File: src/design/div_consts.svh
`ifndef DIV_CONSTS_SVH
`define DIV_CONSTS_SVH

// Dividend is twice the divisor width
`define DIV_N_W 16

// Divisor, quotient and remainder width
`define DIV_D_W 8

// Low quotient rows that may run approximate cells
`define DIV_APPROX_ROWS 2

`endif

File: src/design/div_pkg.sv
`default_nettype none

`include "div_consts.svh"

package div_pkg;

  // Unsigned operands
  typedef logic [`DIV_N_W-1:0] dividend_t;
  typedef logic [`DIV_D_W-1:0] divisor_t;

  // Array outputs, one row per quotient bit
  typedef logic [`DIV_D_W-1:0] quot_t;
  typedef logic [`DIV_D_W-1:0] rem_t;

endpackage

`default_nettype wire

File: src/design/div_ifs.sv
`timescale 1ns/1ps
`default_nettype none

// Registered operands plus their flags
interface div_operand_if (
  input logic clk
);
  import div_pkg::*;

  logic      valid;
  dividend_t dividend;
  divisor_t  divisor;
  logic      approx_en;
  logic      div_zero;
  logic      overflow;

  modport src (
    input  clk,
    output valid, dividend, divisor, approx_en, div_zero, overflow
  );

  modport sink (
    input clk, valid, dividend, divisor, approx_en, div_zero, overflow
  );
endinterface

// Raw array result, not yet saturated
interface div_result_if;
  import div_pkg::*;

  quot_t quotient;
  rem_t  remainder;

  modport src  (output quotient, remainder);
  modport sink (input  quotient, remainder);
endinterface

`default_nettype wire

File: src/design/approx_divider_top.sv
`timescale 1ns/1ps
`default_nettype none

module approx_divider_top (
  input  logic               clk,
  input  logic               rst_n,
  input  logic               in_valid,
  input  div_pkg::dividend_t in_dividend,
  input  div_pkg::divisor_t  in_divisor,
  input  logic               in_approx_en,
  output logic               out_valid,
  output div_pkg::quot_t     out_quotient,
  output div_pkg::rem_t      out_remainder,
  output logic               out_div_zero,
  output logic               out_overflow
);

  div_operand_if ops_if (.clk(clk));
  div_result_if  res_if ();

  // Stage 1, operands and flags
  div_operand_capture u_capture (
    .clk          (clk),
    .rst_n        (rst_n),
    .in_valid     (in_valid),
    .in_dividend  (in_dividend),
    .in_divisor   (in_divisor),
    .in_approx_en (in_approx_en),
    .ops          (ops_if)
  );

  div_array u_array (
    .ops (ops_if),
    .res (res_if)
  );

  // Stage 2, saturation and output hold
  div_result_stage u_result (
    .clk           (clk),
    .rst_n         (rst_n),
    .ops           (ops_if),
    .res           (res_if),
    .out_valid     (out_valid),
    .out_quotient  (out_quotient),
    .out_remainder (out_remainder),
    .out_div_zero  (out_div_zero),
    .out_overflow  (out_overflow)
  );

endmodule

`default_nettype wire

File: src/design/div_array.sv
`timescale 1ns/1ps
`default_nettype none

`include "div_consts.svh"

module div_array #(
  parameter int approx_rows = `DIV_APPROX_ROWS
) (
  div_operand_if.sink ops,
  div_result_if.src   res
);
  import div_pkg::*;

  localparam int D_W = `DIV_D_W;

  logic [D_W-1:0] r_loc [D_W];  // Partial remainder out of each row
  logic [D_W-1:0] bout  [D_W];  // Borrow chain per row
  quot_t          q;

  if (approx_rows < 0 || approx_rows > D_W) begin : g_bad_rows
    $error("approx_rows out of range");
  end

  for (genvar i = 0; i < D_W; i++) begin : g_row
    logic row_approx;

    if (i < approx_rows) begin : g_apx
      assign row_approx = ops.approx_en;
    end else begin : g_ext
      assign row_approx = 1'b0;
    end

    for (genvar j = 0; j < D_W; j++) begin : g_col
      logic x_in;
      logic b_in;

      if (j == 0) begin : g_first
        assign x_in = ops.dividend[i];  // Fresh dividend bit
        assign b_in = 1'b0;
      end else if (i == D_W-1) begin : g_top
        assign x_in = ops.dividend[D_W-1+j];
        assign b_in = bout[i][j-1];
      end else begin : g_mid
        // Shifted remainder from the row above
        assign x_in = r_loc[i+1][j-1];
        assign b_in = bout[i][j-1];
      end

      div_cell u_cell (
        .x      (x_in),
        .y      (ops.divisor[j]),
        .bin    (b_in),
        .qs     (q[i]),
        .approx (row_approx),
        .r_sub  (r_loc[i][j]),
        .bout   (bout[i][j])
      );
    end

    // Quotient bit is set if the spilled MSB was 1 or no borrow came out
    if (i == D_W-1) begin : g_qtop
      assign q[i] = ops.dividend[`DIV_N_W-1] | ~bout[i][D_W-1];
    end else begin : g_qmid
      assign q[i] = r_loc[i+1][D_W-1] | ~bout[i][D_W-1];
    end
  end

  assign res.quotient  = q;
  assign res.remainder = r_loc[0];

  // Exact rows must satisfy q*d + r == n for in-range operands
  a_exact_identity: assert property (@(posedge ops.clk)
    (ops.valid && !ops.approx_en && !ops.div_zero && !ops.overflow) |->
    (dividend_t'(res.quotient) * dividend_t'(ops.divisor) + dividend_t'(res.remainder)
      == ops.dividend));

endmodule

`default_nettype wire

File: src/design/div_cell.sv
`timescale 1ns/1ps
`default_nettype none

module div_cell (
  input  logic x,
  input  logic y,
  input  logic bin,
  input  logic qs,
  input  logic approx,
  output logic r_sub,
  output logic bout
);

  logic diff_exact;
  logic diff_apx;
  logic diff;

  // Full subtract x - y - bin
  assign diff_exact = x ^ y ^ bin;
  assign bout       = (~x & y) | (~(x ^ y) & bin);  // Simplified borrow table is the same

  // Simplified difference that misses a few input triples
  assign diff_apx = (x & ~y) | (x & y & bin);

  assign diff  = approx ? diff_apx : diff_exact;

  // Restore x when the row's quotient bit is 0
  assign r_sub = qs ? diff : x;

endmodule

`default_nettype wire

File: src/design/div_operand_capture.sv
`timescale 1ns/1ps
`default_nettype none

`include "div_consts.svh"

module div_operand_capture (
  input  logic                 clk,
  input  logic                 rst_n,
  input  logic                 in_valid,
  input  div_pkg::dividend_t   in_dividend,
  input  div_pkg::divisor_t    in_divisor,
  input  logic                 in_approx_en,
  div_operand_if.src           ops
);
  import div_pkg::*;

  divisor_t n_hi;
  logic     zero_next;
  logic     ovf_next;

  // Upper dividend byte must stay below the divisor
  assign n_hi      = in_dividend[`DIV_N_W-1 -: `DIV_D_W];
  assign zero_next = (in_divisor == '0);
  assign ovf_next  = !zero_next && (n_hi >= in_divisor);

  always_ff @(posedge clk) begin
    if (!rst_n) begin
      ops.valid     <= 1'b0;
      ops.dividend  <= '0;
      ops.divisor   <= '0;
      ops.approx_en <= 1'b0;
      ops.div_zero  <= 1'b0;
      ops.overflow  <= 1'b0;
    end else begin
      ops.valid     <= in_valid;
      ops.dividend  <= in_dividend;
      ops.divisor   <= in_divisor;
      ops.approx_en <= in_approx_en;
      ops.div_zero  <= zero_next;
      ops.overflow  <= ovf_next;
    end
  end

  a_flags_exclusive: assert property (@(posedge clk) disable iff (!rst_n)
    !(ops.div_zero && ops.overflow));

endmodule

`default_nettype wire

File: src/design/div_result_stage.sv
`timescale 1ns/1ps
`default_nettype none

module div_result_stage (
  input  logic           clk,
  input  logic           rst_n,
  div_operand_if.sink    ops,
  div_result_if.sink     res,
  output logic           out_valid,
  output div_pkg::quot_t out_quotient,
  output div_pkg::rem_t  out_remainder,
  output logic           out_div_zero,
  output logic           out_overflow
);
  import div_pkg::*;

  quot_t q_next;
  rem_t  r_next;
  logic  saturate;

  assign saturate = ops.div_zero || ops.overflow;

  // All ones quotient and zero remainder on either flag
  always_comb begin
    if (saturate) begin
      q_next = '1;
      r_next = '0;
    end else begin
      q_next = res.quotient;
      r_next = res.remainder;
    end
  end

  always_ff @(posedge clk) begin
    if (!rst_n) begin
      out_valid     <= 1'b0;
      out_quotient  <= '0;
      out_remainder <= '0;
      out_div_zero  <= 1'b0;
      out_overflow  <= 1'b0;
    end else begin
      out_valid <= ops.valid;
      if (ops.valid) begin  // Hold until the next result
        out_quotient  <= q_next;
        out_remainder <= r_next;
        out_div_zero  <= ops.div_zero;
        out_overflow  <= ops.overflow;
      end
    end
  end

  a_no_valid_after_reset: assert property (@(posedge clk) !rst_n |=> !out_valid);

endmodule

`default_nettype wire

File: config.mk
export PLATFORM = sky130hd
export DESIGN_NAME = approx_divider_top
export DESIGN_NICKNAME = d
export VERILOG_FILES = /design/src/design/div_pkg.sv /design/src/design/div_ifs.sv /design/src/design/approx_divider_top.sv /design/src/design/div_array.sv /design/src/design/div_cell.sv /design/src/design/div_operand_capture.sv /design/src/design/div_result_stage.sv
export VERILOG_INCLUDE_DIRS = /design/src /design/src/design
export SDC_FILE = /design/constraint.sdc
export NUM_CORES = 1
export LEC_CHECK = 0
export ABC_CLOCK_PERIOD_IN_PS = 60500
export BUFFER_PORTS_ARGS = -buffer_cell sky130_fd_sc_hd__buf_2
export CAP_MARGIN = 20
export CORE_ASPECT_RATIO = 0.5
export CORE_MARGIN = 1.5
export CORE_UTILIZATION = 60
export DETAILED_ROUTE_END_ITERATION = 10
export PLACE_DENSITY = 0.79
export SLEW_MARGIN = 20
export SYNTH_ARGS = -nofsm -noshare
export SYNTH_HDL_FRONTEND = slang
export SYNTH_SLANG_ARGS = --single-unit
export TNS_END_PERCENT = 10
File: constraint.sdc
create_clock -name clk -period 60.5 [get_ports clk]
set_input_delay 0 -clock clk [delete_from_list [all_inputs] [get_ports clk]]
set_output_delay 0 -clock clk [all_outputs]
set_load 0.01 [all_outputs]
# == Word-level counts from Yosys, hierarchy flattened ==
# Cells that the tools add are included.
# totals
register_bits,47
input_bits,28
# classes
order_cmp,1
muxes,82
bitwise_logic,498
reduce_logical,4
# op_table
cell,count
AND 1 bit,164
NOT 1 bit,136
XOR 1 bit,120
two-way mux 1 bit,80
OR 1 bit,78
two-way mux 8 bit,2
greater-or-equal comparator 8 bit,1
zero test 8 bit,1
logical AND 1 bit,1
zero test 1 bit,1
logical OR 1 bit,1

# == Depth between registers and ports, before layout ==
# Gate-level depths: netlist (run 1).
# logic_depth
ltp_word,153
mapped_depth,102
ltp_nobuf,97

# == Cells and area by module ==
# From an unflattened synthesis (run 1), not the netlist that was laid out.
# hier_totals
hier_cells,727
hier_area_um2,7034.2
# modules_own_cells
mod,n_inst,cells_per_inst,area_per_inst_um2,seq_area_each_um2
div_cell at u_array.g_row[2].g_col[0].u_cell ...,48,8,78.8,0.0
div_cell at u_array.g_row[0].g_col[0].u_cell ...,16,10,85.1,0.0
div_operand_capture,1,87,983.4,560.5
div_result_stage,1,79,792.0,380.4
div_array,1,17,113.9,0.0

# == Worst setup path before layout (run 1) ==
# Ideal clock, no wire load.
# synth_timing
kind,register to register
from,reg u_capture.ops.divisor[0]
to,reg u_result.out_remainder[0]
setup_time_ps,96
t_arrival_ps,26731
t_required_ps,60404
path_slack_ps,33673
path_stages_with_launch,98
path_buffers,5
period_less_slack_ps,26827
path_cell_list,dfxtp_1 -> ha_1 -> inv_1 -> fa_1 -> fa_1 -> fa_1 -> fa_1 -> fa_1 -> fa_1 -> fa_1 -> or2_2 -> a21oi_1 -> fa_1 -> inv_1 -> fa_1 -> fa_1 -> fa_1 -> fa_1 -> [62 not listed] -> fa_1 -> fa_1 -> a21boi_1 -> mux2_2 -> inv_1 -> fa_1 -> inv_1 -> fa_1 -> fa_1 -> fa_1 -> fa_1 -> fa_1 -> fa_1 -> o31ai_2 -> a211o_4 -> buf_6 -> nand3_1 -> o311ai_1
# synth_between
elab_chain_len,152
elab_cells_between_ends,487
classes_between,67 x mux; 420 x bitwise
# synth_lines
element,line,text
"start, declared",div_ifs.sv:19,"output valid, dividend, divisor, approx_en, div_zero, overflow"
"start signal, assigned",div_operand_capture.sv:37,ops.divisor <= in_divisor;
AND 1 bit (2 in series),div_cell.sv:20,assign bout = (~x & y) | (~(x ^ y) & bin);
OR 1 bit,div_cell.sv:20,
AND 1 bit,div_cell.sv:20,
OR 1 bit,div_cell.sv:20,
AND 1 bit,div_cell.sv:20,
OR 1 bit,div_cell.sv:20,
AND 1 bit,div_cell.sv:20,
OR 1 bit,div_cell.sv:20,
[135 not listed],n/a,
AND 1 bit,div_cell.sv:20,
OR 1 bit,div_cell.sv:20,
AND 1 bit,div_cell.sv:20,
OR 1 bit,div_cell.sv:20,
NOT 1 bit,div_array.sv:64,assign q[i] = r_loc[i+1][D_W-1] | ~bout[i][D_W-1];
OR 1 bit,div_array.sv:64,
two-way mux 1 bit *,div_cell.sv:28,assign r_sub = qs ? diff : x;
two-way mux 8 bit *,div_result_stage.sv:25,if (saturate) begin
"end signal, assigned",div_result_stage.sv:45,out_remainder <= r_next;
"end, declared",div_result_stage.sv:11,"output div_pkg::rem_t out_remainder,"
# Every way passes the cells marked *; elsewhere a longest branch is shown, timed or not.
# A chain may end at the register's enable or synchronous reset.

# == Worst setup path after layout (run 1) ==
# layout_timing
from,reg u_capture.ops.divisor[0]
to,reg u_result.out_remainder[3]
# The elaborated chain is that of the path after synthesis.

==> summary.txt, run 1 <==
STA
----------------------------------------------------------------------------------------
Clock skew ................................................................   0.00870 ns
Final number of max-transition violations .................................            0
Slew of the pin with the lowest slew margin ...............................     0.949 ns
Final hold viol count .....................................................            0
Fraction of the cycle the final worst path needs ..........................        0.475
Number of setup violations in the final report ............................            0
Sum of negative setup slack ...............................................         0 ns
Max-slew headroom .........................................................        0.366
Unrepaired setup endpoints after global routing ...........................           no
Min Tclk post-route .......................................................     28.76 ns
Maximum clock frequency ...................................................     34.8 MHz

PLACED DESIGN
----------------------------------------------------------------------------------------
RePlAce Congestion ........................................................        0.901
Total half-perimeter wirelength after legalization and detailed placement .      8540 um
Quantity of I/O buffers inserted on ports .................................           46

CTS
----------------------------------------------------------------------------------------
Clock tree from TritonCTS .................................................        built
Total of cells resized after clock tree synthesis .........................            0
Number of buffers added to fix hold violations after cts ..................           25
Number of buffers between clock root and the deepest sink .................            2
CTS HTree Levels ..........................................................            2
Sinks on the clock net ....................................................           47
Post-CTS setup buffers ....................................................            0
Clock latency on the worst-skew pair ......................................      0.29 ns
CTS clk-pin slew, worst paths .............................................      0.07 ns
Num CTS Buffers ...........................................................            5
CTS Root Buffer Type ...................................................... sky130_fd_sc_hd__clkbuf_16

LOGIC SYNTHESIS
----------------------------------------------------------------------------------------
Yosys warnings ............................................................            0
Most area-hungry cell type in the Yosys netlist ........................... sky130_fd_sc_hd__fa_1
Area share of the largest cell type after synthesis .......................        0.235
Number of enable-type register cells in the synthesized netlist ...........            0
Number of synthesized register bits .......................................           47
Synth cell types ..........................................................           68
Count of mapped cells out of synthesis ....................................          500
Share of async-settable or async-resettable flops after synthesis .........            0
Cell area after technology mapping ........................................ 0.00477 mm^2
Most frequent cells after synthesis ....................................... sky130_fd_sc_hd__inv_1, sky130_fd_sc_hd__fa_1, sky130_fd_sc_hd__dfxtp_1
Mean cell area of the mapped netlist ......................................    9.54 um^2
Number of nets produced by synthesis ......................................          630
Post-synthesis sequential area ratio ......................................        0.197
Most used flip-flop cell after synthesis .................................. sky130_fd_sc_hd__dfxtp_1
Cell with the most instances after synthesis .............................. sky130_fd_sc_hd__inv_1
Most area-consuming cells after synthesis ................................. sky130_fd_sc_hd__fa_1, sky130_fd_sc_hd__dfxtp_1, sky130_fd_sc_hd__ha_1, sky130_fd_sc_hd__mux2i_1, sky130_fd_sc_hd__inv_1

CRITICAL PATH
----------------------------------------------------------------------------------------
Crit path arrival time ....................................................     28.95 ns
Sort of element at the end of the critical path ...........................         flop
Library cell contributing the largest single delay on the critical path ... sky130_fd_sc_hd__dfxtp_1
Cell type with the highest occurrence count on the critical path .......... sky130_fd_sc_hd__fa_1
Worst Path Required .......................................................     60.69 ns
Category of the worst setup path launch point .............................         flop
Largest fanout on the critical path .......................................           16
CP max stage delay ........................................................      0.65 ns
Setup CP Type .............................................................   reg -> reg

GRT
----------------------------------------------------------------------------------------
Total global routing overflow .............................................            0
Number of global-route vias before repair .................................         3877
All-layer global routing usage ............................................        0.289
Maximum number of pins on one net before global-route repair ..............           32
First-pass GRT wire length ................................................     18600 um
Antenna violations before repair ..........................................            0

DRT
----------------------------------------------------------------------------------------
DRT iter0 DRCs ............................................................          288
Total wire length .........................................................     11200 um
Antenna-violating nets left ...............................................            0
WL per Instance ...........................................................      16.7 um
# DRC .....................................................................            0
Average vias per placed instance ..........................................         5.72
Total via count after detailed routing ....................................         3846
Detailed-router iteration count before antenna repair .....................            5

FLOORPLANNING
----------------------------------------------------------------------------------------
Placement row count .......................................................           22
Core Footprint ............................................................ 0.00751 mm^2
Die Outline Area .......................................................... 0.00853 mm^2
Initial core utilization ..................................................        0.635
Number of top-level pins ..................................................           47
Horiz. Die Dim ............................................................       129 um
Die Height ................................................................      66.1 um

OUTCOME
----------------------------------------------------------------------------------------
Status .................................................................... finished clean

FINISH
----------------------------------------------------------------------------------------
Fraction of layout cells with a size suffix above 1 .......................        0.154
Filler cell count in the final layout .....................................          542
Nets ......................................................................          693
Area growth from synthesis to layout ......................................        14.7%
Total inserted antenna cells ..............................................            0

FLOW RUN
----------------------------------------------------------------------------------------
Total of max-cap violations ...............................................            0

WORST HOLD PATH
----------------------------------------------------------------------------------------
Worst min-delay path class ................................................    in -> reg

[flip-flops by register name, summed over array words and instances (netlist names)]
name and count:
u_result.out_remainder 8, u_capture.ops.approx_en 1, u_capture.ops.dividend 16, u_capture.ops.div_zero 1
u_result.out_overflow 1, u_capture.ops.overflow 1, u_result.out_valid 1, u_result.out_div_zero 1
u_result.out_quotient 8, u_capture.ops.divisor 8, u_capture.ops.valid 1
[final cells by class]
| class | count | area (um^2) | share of cell area |
|---|---|---|---|
| timing repair buffer | 72 | 488 | 0.0892 |
| tap | 108 | 135 | 0.0247 |
| inverter | 66 | 248 | 0.0453 |
| clock buffer | 5 | 125 | 0.0229 |
| multi-input combinational | 371 | 3490 | 0.637 |
| clock inverter | 3 | 47.5 | 0.00869 |
| sequential | 47 | 941 | 0.172 |
[cell usage in the layout, fill, tap and decap left out, types with 4 or more instances in the layout]
cell	instances
sky130_fd_sc_hd__inv_1	64
sky130_fd_sc_hd__fa_1	56
sky130_fd_sc_hd__dfxtp_1	47
sky130_fd_sc_hd__nand2_1	46
sky130_fd_sc_hd__ha_1	46
sky130_fd_sc_hd__buf_2	46
sky130_fd_sc_hd__a21oi_1	34
sky130_fd_sc_hd__nor2_1	26
sky130_fd_sc_hd__dlygate4sd3_1	25
sky130_fd_sc_hd__mux2i_1	24
sky130_fd_sc_hd__and2_1	23
sky130_fd_sc_hd__o21ai_0	17
sky130_fd_sc_hd__o31ai_1	7
sky130_fd_sc_hd__nand3_1	7
sky130_fd_sc_hd__a32oi_1	6
sky130_fd_sc_hd__nand2b_1	5
sky130_fd_sc_hd__a22oi_1	5
sky130_fd_sc_hd__clkbuf_16	5
sky130_fd_sc_hd__o221a_2	4
[final timing paths]
check,depth (start not counted),startpoint,slack [ns],endpoint
worst min-delay path,4,in_divisor[1],0.01,u_capture.ops.div_zero
worst max-delay path,92,u_capture.ops.divisor[0],31.74,u_result.out_remainder[3]
worst max register to register,92,u_capture.ops.divisor[0],31.74,u_result.out_remainder[3]
worst min register to register,2,u_result.out_remainder[0],0.46,u_result.out_remainder[0]
[layer usage]
layer | up-vias | GRT usage | wire length, um
li1 | 1816 | - | -
met1 | 1876 | 0.358 | 4670
met2 | 133 | 0.521 | 5700
met3 | 21 | 0.0607 | 714
met4 | 0 | 0.0660 | 156
met5 | - | 0 | 0
[kinds of logic (layout without fill, tap and decap cells)]
kind of cell             Yosys count  count (layout)  share of synthesized area
adder cells (fa/ha/maj)          102             102                      0.356
buffers and inverters             82             146                     0.0718
multiplexers                      28              28                     0.0606
AO/OA/AOI/OAI                    114             114                      0.183
flip-flops                        47              47                      0.197
AND/OR/NAND/NOR                  127             127                      0.132
[metrics by stage]
step	utilization	hold WS [ns]	std cells	instance area [um^2]	setup WS [ns]
global route	0.728	0.0260	672	5470	30.42
finish	0.728	0.0145	672	5470	31.74
floorplan	-	0.122	500	4770	33.67
detailed placement	0.672	0.210	639	5050	31.86
global placement	0.672	0.206	639	5050	32.46
CTS	0.728	0.00322	672	5470	31.79
[worst max-delay path: cells and delay by family, from the launching register on]
kind            cells  cell delay, ns
compound gates     15            3.67
fa+ha+maj          57           21.63
buf+inv            12            0.82
flops               1            0.65
mux                 2            0.64
simple gates        6            1.19
Power of run 1 is left out: the tool's default activity adds up to more than one toggle a clock period on the data nets, which glitch-free logic cannot reach.
==> inputs of run 2 (changes only) <==
ABC_CLOCK_PERIOD_IN_PS = 25900   (was 60500)
CORE_UTILIZATION = 55   (was 60)
PLACE_DENSITY = 0.76   (was 0.79)
clock period = 25.9 ns   (was 60.5 ns; I/O delays follow)
==> summary.txt, run 2 (synthesized netlist as in run 1, its figures left out) <==
OUTCOME
----------------------------------------------------------------------------------------
Status .................................................................... finished clean

CRITICAL PATH
----------------------------------------------------------------------------------------
Crit. Startpoint .......................................................... u_capture.ops.dividend[7]
Largest fanout on the critical path .......................................           10   -6
Buffering stage count on the worst path with inverters included ...........           13   +1
Library cell contributing the largest single delay on the critical path ... sky130_fd_sc_hd__fa_1
Gate family responsible for the most delay along the worst path ...........  adder cells
Number of cells on the worst reg-to-reg path ..............................           93   +1.1%
Worst Path Required .......................................................     26.11 ns   -34.58 ns
Category of the worst setup path launch point .............................         flop
Crit path arrival time ....................................................     25.16 ns   -3.79 ns
Worst flop-to-flop path startpoint ........................................ u_capture.ops.dividend[7]
Number of cells on the critical path ......................................           93   +1.1%
Cell type with the highest occurrence count on the critical path .......... sky130_fd_sc_hd__fa_1
Sort of element at the end of the critical path ...........................         flop
CP max stage delay ........................................................      0.44 ns   -0.21 ns
Setup CP Type .............................................................   reg -> reg

FINISH
----------------------------------------------------------------------------------------
Most frequent standard cell in the layout excluding fill and tap cells .... sky130_fd_sc_hd__inv_1
Filler cell count in the final layout .....................................          624   +15%
Multi-input combinational cell area ....................................... 0.00361 mm^2   +3.5%
Nets ......................................................................          720   +3.9%
Area growth from synthesis to layout ......................................        21.4%
Register cell area after layout ...........................................     943 um^2   +0.27%
Most flops, register ...................................................... u_capture.ops.dividend
Flip-flop count of the largest register after layout ......................           16   unchanged
Commonest cells after routing, fill and taps aside ........................ sky130_fd_sc_hd__inv_1, sky130_fd_sc_hd__ha_1, sky130_fd_sc_hd__buf_2
Total inserted antenna cells ..............................................            0   unchanged
Fraction of layout cells with a size suffix above 1 .......................        0.254   +0.0996

DRT
----------------------------------------------------------------------------------------
Antenna-violating nets left ...............................................            0   unchanged
DRT iter0 DRCs ............................................................          203   -30%
Total via count after detailed routing ....................................         3934   +2.3%
Average vias per placed instance ..........................................         5.60   -2.2%
Total wire length .........................................................     12200 um   +8.7%
# DRC .....................................................................            0   unchanged
Detailed-router iteration count before antenna repair .....................            5   unchanged
WL per Instance ...........................................................      17.4 um   +3.9%

FLOW RUN
----------------------------------------------------------------------------------------
Total of max-cap violations ...............................................            0   unchanged

STA
----------------------------------------------------------------------------------------
Fraction of the cycle the final worst path needs ..........................        0.963   +0.488
Maximum clock frequency ...................................................     40.1 MHz   +15%
Setup WS post-layout ......................................................     0.951 ns   -30.79 ns
Final hold viol count .....................................................            0   unchanged
Slew of the pin with the lowest slew margin ...............................     0.957 ns   +0.00755 ns
Min Tclk post-route .......................................................     24.95 ns   -3.81 ns
Final number of max-transition violations .................................            0   unchanged
Number of setup violations in the final report ............................            0   unchanged
Max-slew headroom .........................................................        0.361   -0.00504
Sum of negative setup slack ...............................................         0 ns   unchanged
Clock skew ................................................................   0.00645 ns   -0.00225 ns

PLACED DESIGN
----------------------------------------------------------------------------------------
RePlAce Congestion ........................................................        0.866   -3.9%
Quantity of I/O buffers inserted on ports .................................           46   unchanged
Total half-perimeter wirelength after legalization and detailed placement .      9090 um   +6.4%
Pre-CTS setup slack .......................................................    -0.342 ns   -32.20 ns

GRT
----------------------------------------------------------------------------------------
Total global routing overflow .............................................            0   unchanged
Number of global-route vias before repair .................................         3816   -1.6%
First-pass GRT wire length ................................................     19200 um   +3.3%
Antenna violations before repair ..........................................            0   unchanged
All-layer global routing usage ............................................        0.276   -0.0128
Maximum number of pins on one net before global-route repair ..............           32   unchanged

WORST HOLD PATH
----------------------------------------------------------------------------------------
Worst min-delay path class ................................................    in -> reg
Worst hold path startpoint ................................................        rst_n
Hold-critical path depth ..................................................            3   -1

CTS
----------------------------------------------------------------------------------------
CTS Root Buffer Type ...................................................... sky130_fd_sc_hd__clkbuf_16
CTS HTree Levels ..........................................................            2   unchanged
CTS clk-pin slew, worst paths .............................................      0.07 ns   about the same
Clock latency on the worst-skew pair ......................................      0.30 ns   about the same
Number of buffers between clock root and the deepest sink .................            2   unchanged
Clock tree from TritonCTS .................................................        built
Sinks on the clock net ....................................................           47   unchanged
Num CTS Buffers ...........................................................            5   unchanged

FLOORPLANNING
----------------------------------------------------------------------------------------
Initial core utilization ..................................................        0.582   -0.0532
Die Height ................................................................      68.9 um   +4.2%
Core Footprint ............................................................ 0.00820 mm^2   +9.1%
Number of top-level pins ..................................................           47   unchanged
Placement row count .......................................................           23   +4.5%
Horiz. Die Dim ............................................................       135 um   +4.3%
Die Outline Area .......................................................... 0.00928 mm^2   +8.8%

-- run 2: changes by cell type in the layout (fill, tap and decap cells not counted), moves of 3 or more --
| cell | change |
|---|---|
| sky130_fd_sc_hd__buf_4 | +25 |
| sky130_fd_sc_hd__fa_1 | -23 |
| sky130_fd_sc_hd__fa_2 | +23 |
| sky130_fd_sc_hd__a21oi_1 | -4 |
| sky130_fd_sc_hd__a21oi_2 | +3 |
-- run 2: routing by layer --
metal | vias up | share of wire | GRT usage
li1 | 1869 | - | -
met1 | 1918 | 0.45 | 0.371
met4 | 0 | 0.016 | 0.0685
met3 | 19 | 0.054 | 0.0417
met5 | - | 0 | 0
met2 | 128 | 0.48 | 0.479
-- run 2: cell type report --
| class | count | share of cell area |
|---|---|---|
| repair buffers | 99 | 0.120 |
| multi-input cells | 371 | 0.623 |
| inverters | 66 | 0.0434 |
| clock inverters | 3 | 0.00475 |
| flip-flops and latches | 47 | 0.163 |
| well taps | 112 | 0.0242 |
| clock buffers | 5 | 0.0216 |
-- run 2: final timing paths --
kind	end	slack [ns]
hold reg to reg	u_result.out_remainder[0]	0.46
hold / removal	u_capture.ops.overflow	0.16
setup reg to reg	u_result.out_remainder[0]	0.95
setup / recovery	u_result.out_remainder[0]	0.95
-- run 2: timing repair --
item | CTS | global route
pin swaps | 3 | 7
hold endpoints to repair | 27 | 0
setup buffers | 7 | 7
endpoints found under the setup margin | 9 | 9
hold buffers | 26 | 0
resized for setup | 10 | 19
-- run 2: metrics by stage --
| stage | utilization | std cells | area, um^2 | hold slack [ns] |
|---|---|---|---|---|
| floorplan | - | 500 | 4820 | 0.122 |
| global placement | 0.633 | 655 | 5190 | 0.208 |
| detailed placement | 0.633 | 655 | 5190 | 0.209 |
| CTS | 0.694 | 696 | 5690 | 0.179 |
| global route | 0.706 | 703 | 5790 | 0.234 |
| finish | 0.706 | 703 | 5790 | 0.164 |
-- run 2: worst register-to-register path, delay by kind of cell (launching register included) --
| family | cells | cell delay [ns] |
|---|---|---|
| adders and majority gates | 56 | 19.84 |
| muxes | 3 | 0.79 |
| buffers and inverters | 13 | 1.02 |
| AOI/OAI and AO/OA | 14 | 2.01 |
| DFF | 1 | 0.34 |
| and+or+nand+nor | 7 | 0.90 |
Power of run 2 is left out for the same reason.
==> inputs of run 3 (changes only) <==
CTS_BUF_LIST = sky130_fd_sc_hd__clkbuf_8 sky130_fd_sc_hd__clkbuf_16   (was not set)
PLACE_DENSITY = not set   (was 0.76)
PLACE_DENSITY_LB_ADDON = 0.15   (was not set)
==> summary.txt, run 3 (synthesized netlist as in run 1, its figures left out) <==
FINISH
----------------------------------------------------------------------------------------
Filler cell count in the final layout .....................................          659   +5.6%
Fraction of layout cells with a size suffix above 1 .......................        0.241   -0.0123
Most frequent standard cell in the layout excluding fill and tap cells .... sky130_fd_sc_hd__inv_1
Total inserted antenna cells ..............................................            0   unchanged
Commonest cells after routing, fill and taps aside ........................ sky130_fd_sc_hd__inv_1, sky130_fd_sc_hd__ha_1, sky130_fd_sc_hd__buf_2, sky130_fd_sc_hd__dfxtp_1, sky130_fd_sc_hd__nand2_1
Layout Cells excl Fill ....................................................          700   -0.43%
Area growth from synthesis to layout ......................................        20.6%
Most flops, register ...................................................... u_capture.ops.dividend
Flip-flop count of the largest register after layout ......................           16   unchanged
Nets ......................................................................          717   -0.42%

CRITICAL PATH
----------------------------------------------------------------------------------------
Reg-to-Reg End ............................................................ u_result.out_remainder[3]
Sort of element at the end of the critical path ...........................         flop
Category of the worst setup path launch point .............................         flop
Worst Path Required .......................................................     26.08 ns   -0.03 ns
Number of cells on the worst reg-to-reg path ..............................           91   -2.2%
Largest fanout on the critical path .......................................            8   -2
Gate family responsible for the most delay along the worst path ...........  adder cells
Setup CP Type .............................................................   reg -> reg
Worst flop-to-flop path startpoint ........................................ u_capture.ops.divisor[1]
Register-to-register setup slack ..........................................      0.99 ns   +0.04 ns
Library cell contributing the largest single delay on the critical path ... sky130_fd_sc_hd__fa_2
Cell type with the highest occurrence count on the critical path .......... sky130_fd_sc_hd__fa_1
CP max stage delay ........................................................      0.43 ns   about the same
Crit path arrival time ....................................................     25.09 ns   -0.07 ns
Buffering stage count on the worst path with inverters included ...........           12   -1

WORST HOLD PATH
----------------------------------------------------------------------------------------
Worst hold path startpoint ................................................        rst_n
Hold-critical path depth ..................................................            3   unchanged
Worst min-delay path class ................................................    in -> reg
End point of the worst hold path .......................................... u_capture.ops.overflow

PLACED DESIGN
----------------------------------------------------------------------------------------
Total half-perimeter wirelength after legalization and detailed placement .      9000 um   -1.0%
RePlAce Congestion ........................................................        0.919   +6.1%
Placed Cells ..............................................................          660   +0.76%
Quantity of I/O buffers inserted on ports .................................           46   unchanged

CTS
----------------------------------------------------------------------------------------
Number of buffers between clock root and the deepest sink .................            2   unchanged
Num CTS Buffers ...........................................................            5   unchanged
Clock tree from TritonCTS .................................................        built
CTS Root Buffer Type ...................................................... sky130_fd_sc_hd__clkbuf_16
CTS HTree Levels ..........................................................            2   unchanged
Clock latency on the worst-skew pair ......................................      0.29 ns   about the same
CTS clk-pin slew, worst paths .............................................      0.07 ns   about the same
Sinks on the clock net ....................................................           47   unchanged

STA
----------------------------------------------------------------------------------------
Max-slew headroom .........................................................        0.373   +0.0113
Final hold viol count .....................................................            0   unchanged
Min Tclk post-route .......................................................     24.91 ns   -0.0426 ns
Slew of the pin with the lowest slew margin ...............................     0.940 ns   -0.0169 ns
Sum of negative setup slack ...............................................         0 ns   unchanged
Maximum clock frequency ...................................................     40.2 MHz   +0.17%
Clock skew ................................................................   0.00880 ns   +0.00235 ns
Final number of max-transition violations .................................            0   unchanged
Fraction of the cycle the final worst path needs ..........................        0.962   -0.00165
Number of setup violations in the final report ............................            0   unchanged

FLOORPLANNING
----------------------------------------------------------------------------------------
Number of top-level pins ..................................................           47   unchanged
Horiz. Die Dim ............................................................       135 um   unchanged
Die Height ................................................................      68.9 um   unchanged
Die Outline Area .......................................................... 0.00928 mm^2   unchanged
Placement row count .......................................................           23   unchanged
Core Footprint ............................................................ 0.00820 mm^2   unchanged
Initial core utilization ..................................................        0.582   unchanged

DRT
----------------------------------------------------------------------------------------
Total wire length .........................................................     11900 um   -2.2%
Antenna-violating nets left ...............................................            0   unchanged
Total via count after detailed routing ....................................         3879   -1.4%
Detailed-router iteration count before antenna repair .....................            4   -1
# DRC .....................................................................            0   unchanged
WL per Instance ...........................................................      17.1 um   -1.8%
Average vias per placed instance ..........................................         5.54   -0.98%
DRT iter0 DRCs ............................................................          261   +29%

GRT
----------------------------------------------------------------------------------------
First-pass GRT wire length ................................................     18900 um   -1.8%
All-layer global routing usage ............................................        0.271   -0.00464
Maximum number of pins on one net before global-route repair ..............           32   unchanged
Total global routing overflow .............................................            0   unchanged
Number of global-route vias before repair .................................         3738   -2.0%
Antenna violations before repair ..........................................            0   unchanged

FLOW RUN
----------------------------------------------------------------------------------------
Total of max-cap violations ...............................................            0   unchanged

OUTCOME
----------------------------------------------------------------------------------------
Status .................................................................... finished clean

## run 3: cell types whose count changed in the layout (fill, tap and decap cells not counted), sizes merged
cell	before	now
clkinvlp	2	1
buf	73	69
inv	67	66
clkinv	0	2
a211o	1	2
## run 3: final cells by class
type                    count  area, um^2  area share
repair buffers             95         663       0.115
clock inverters             3        22.5     0.00391
well taps                 112         140      0.0244
clock buffers               5         125      0.0217
flip-flops and latches     47         942       0.164
inverters                  66         251      0.0437
multi-input cells         372        3610       0.627
## run 3: through the flow
stage / utilization / instance area (um^2) / setup slack [ns] / hold WS, ns
CTS: 0.691 / 5670 / 0.00924 / 0.158
global route: 0.701 / 5750 / -0.0538 / 0.220
finish: 0.701 / 5750 / 0.994 / 0.152
detailed placement: 0.638 / 5230 / -0.00400 / 0.213
floorplan: - / 4820 / 0.00990 / 0.122
global placement: 0.638 / 5230 / 0.370 / 0.205
## run 3: worst max path at each step
stage	depth (start not counted)	start	to	slack [ns]
finish	91	u_capture.ops.divisor[1]	u_result.out_remainder[3]	0.99
global placement	93	u_capture.ops.dividend[7]	u_result.out_remainder[3]	0.37
CTS	91	u_capture.ops.divisor[1]	u_result.out_remainder[3]	0.009
detailed placement	91	u_capture.ops.divisor[1]	u_result.out_remainder[3]	-0.004
floorplan	96	u_capture.ops.divisor[1]	u_result.out_remainder[0]	0.01
global route	93	u_capture.ops.dividend[7]	u_result.out_remainder[3]	-0.05
## run 3: worst min-delay path, stage by stage
cell                      delay [ns]
sky130_fd_sc_hd__buf_2          0.26
sky130_fd_sc_hd__nand2_1        0.11
sky130_fd_sc_hd__nor2_1         0.04
## run 3: what timing repair did
item / 4_1_cts / 5_1_grt
setup buffers: 2 / 3
hold buffers: 26 / 0
gates cloned: 1 / 0
endpoints found under the hold margin: 27 / 0
resized for setup: 1 / 21
setup endpoints to repair: 1 / 9
pin swaps: 1 / 6
## run 3: routing by layer
layer	global-route usage	wire, um	share of wire	up-vias
met3	0.0468	711	0.060	14
met1	0.357	5280	0.44	1893
li1	-	-	-	1874
met2	0.485	5810	0.49	98
met5	0	0	0	-
met4	0.0484	142	0.012	0
Power of run 3 is left out for the same reason.
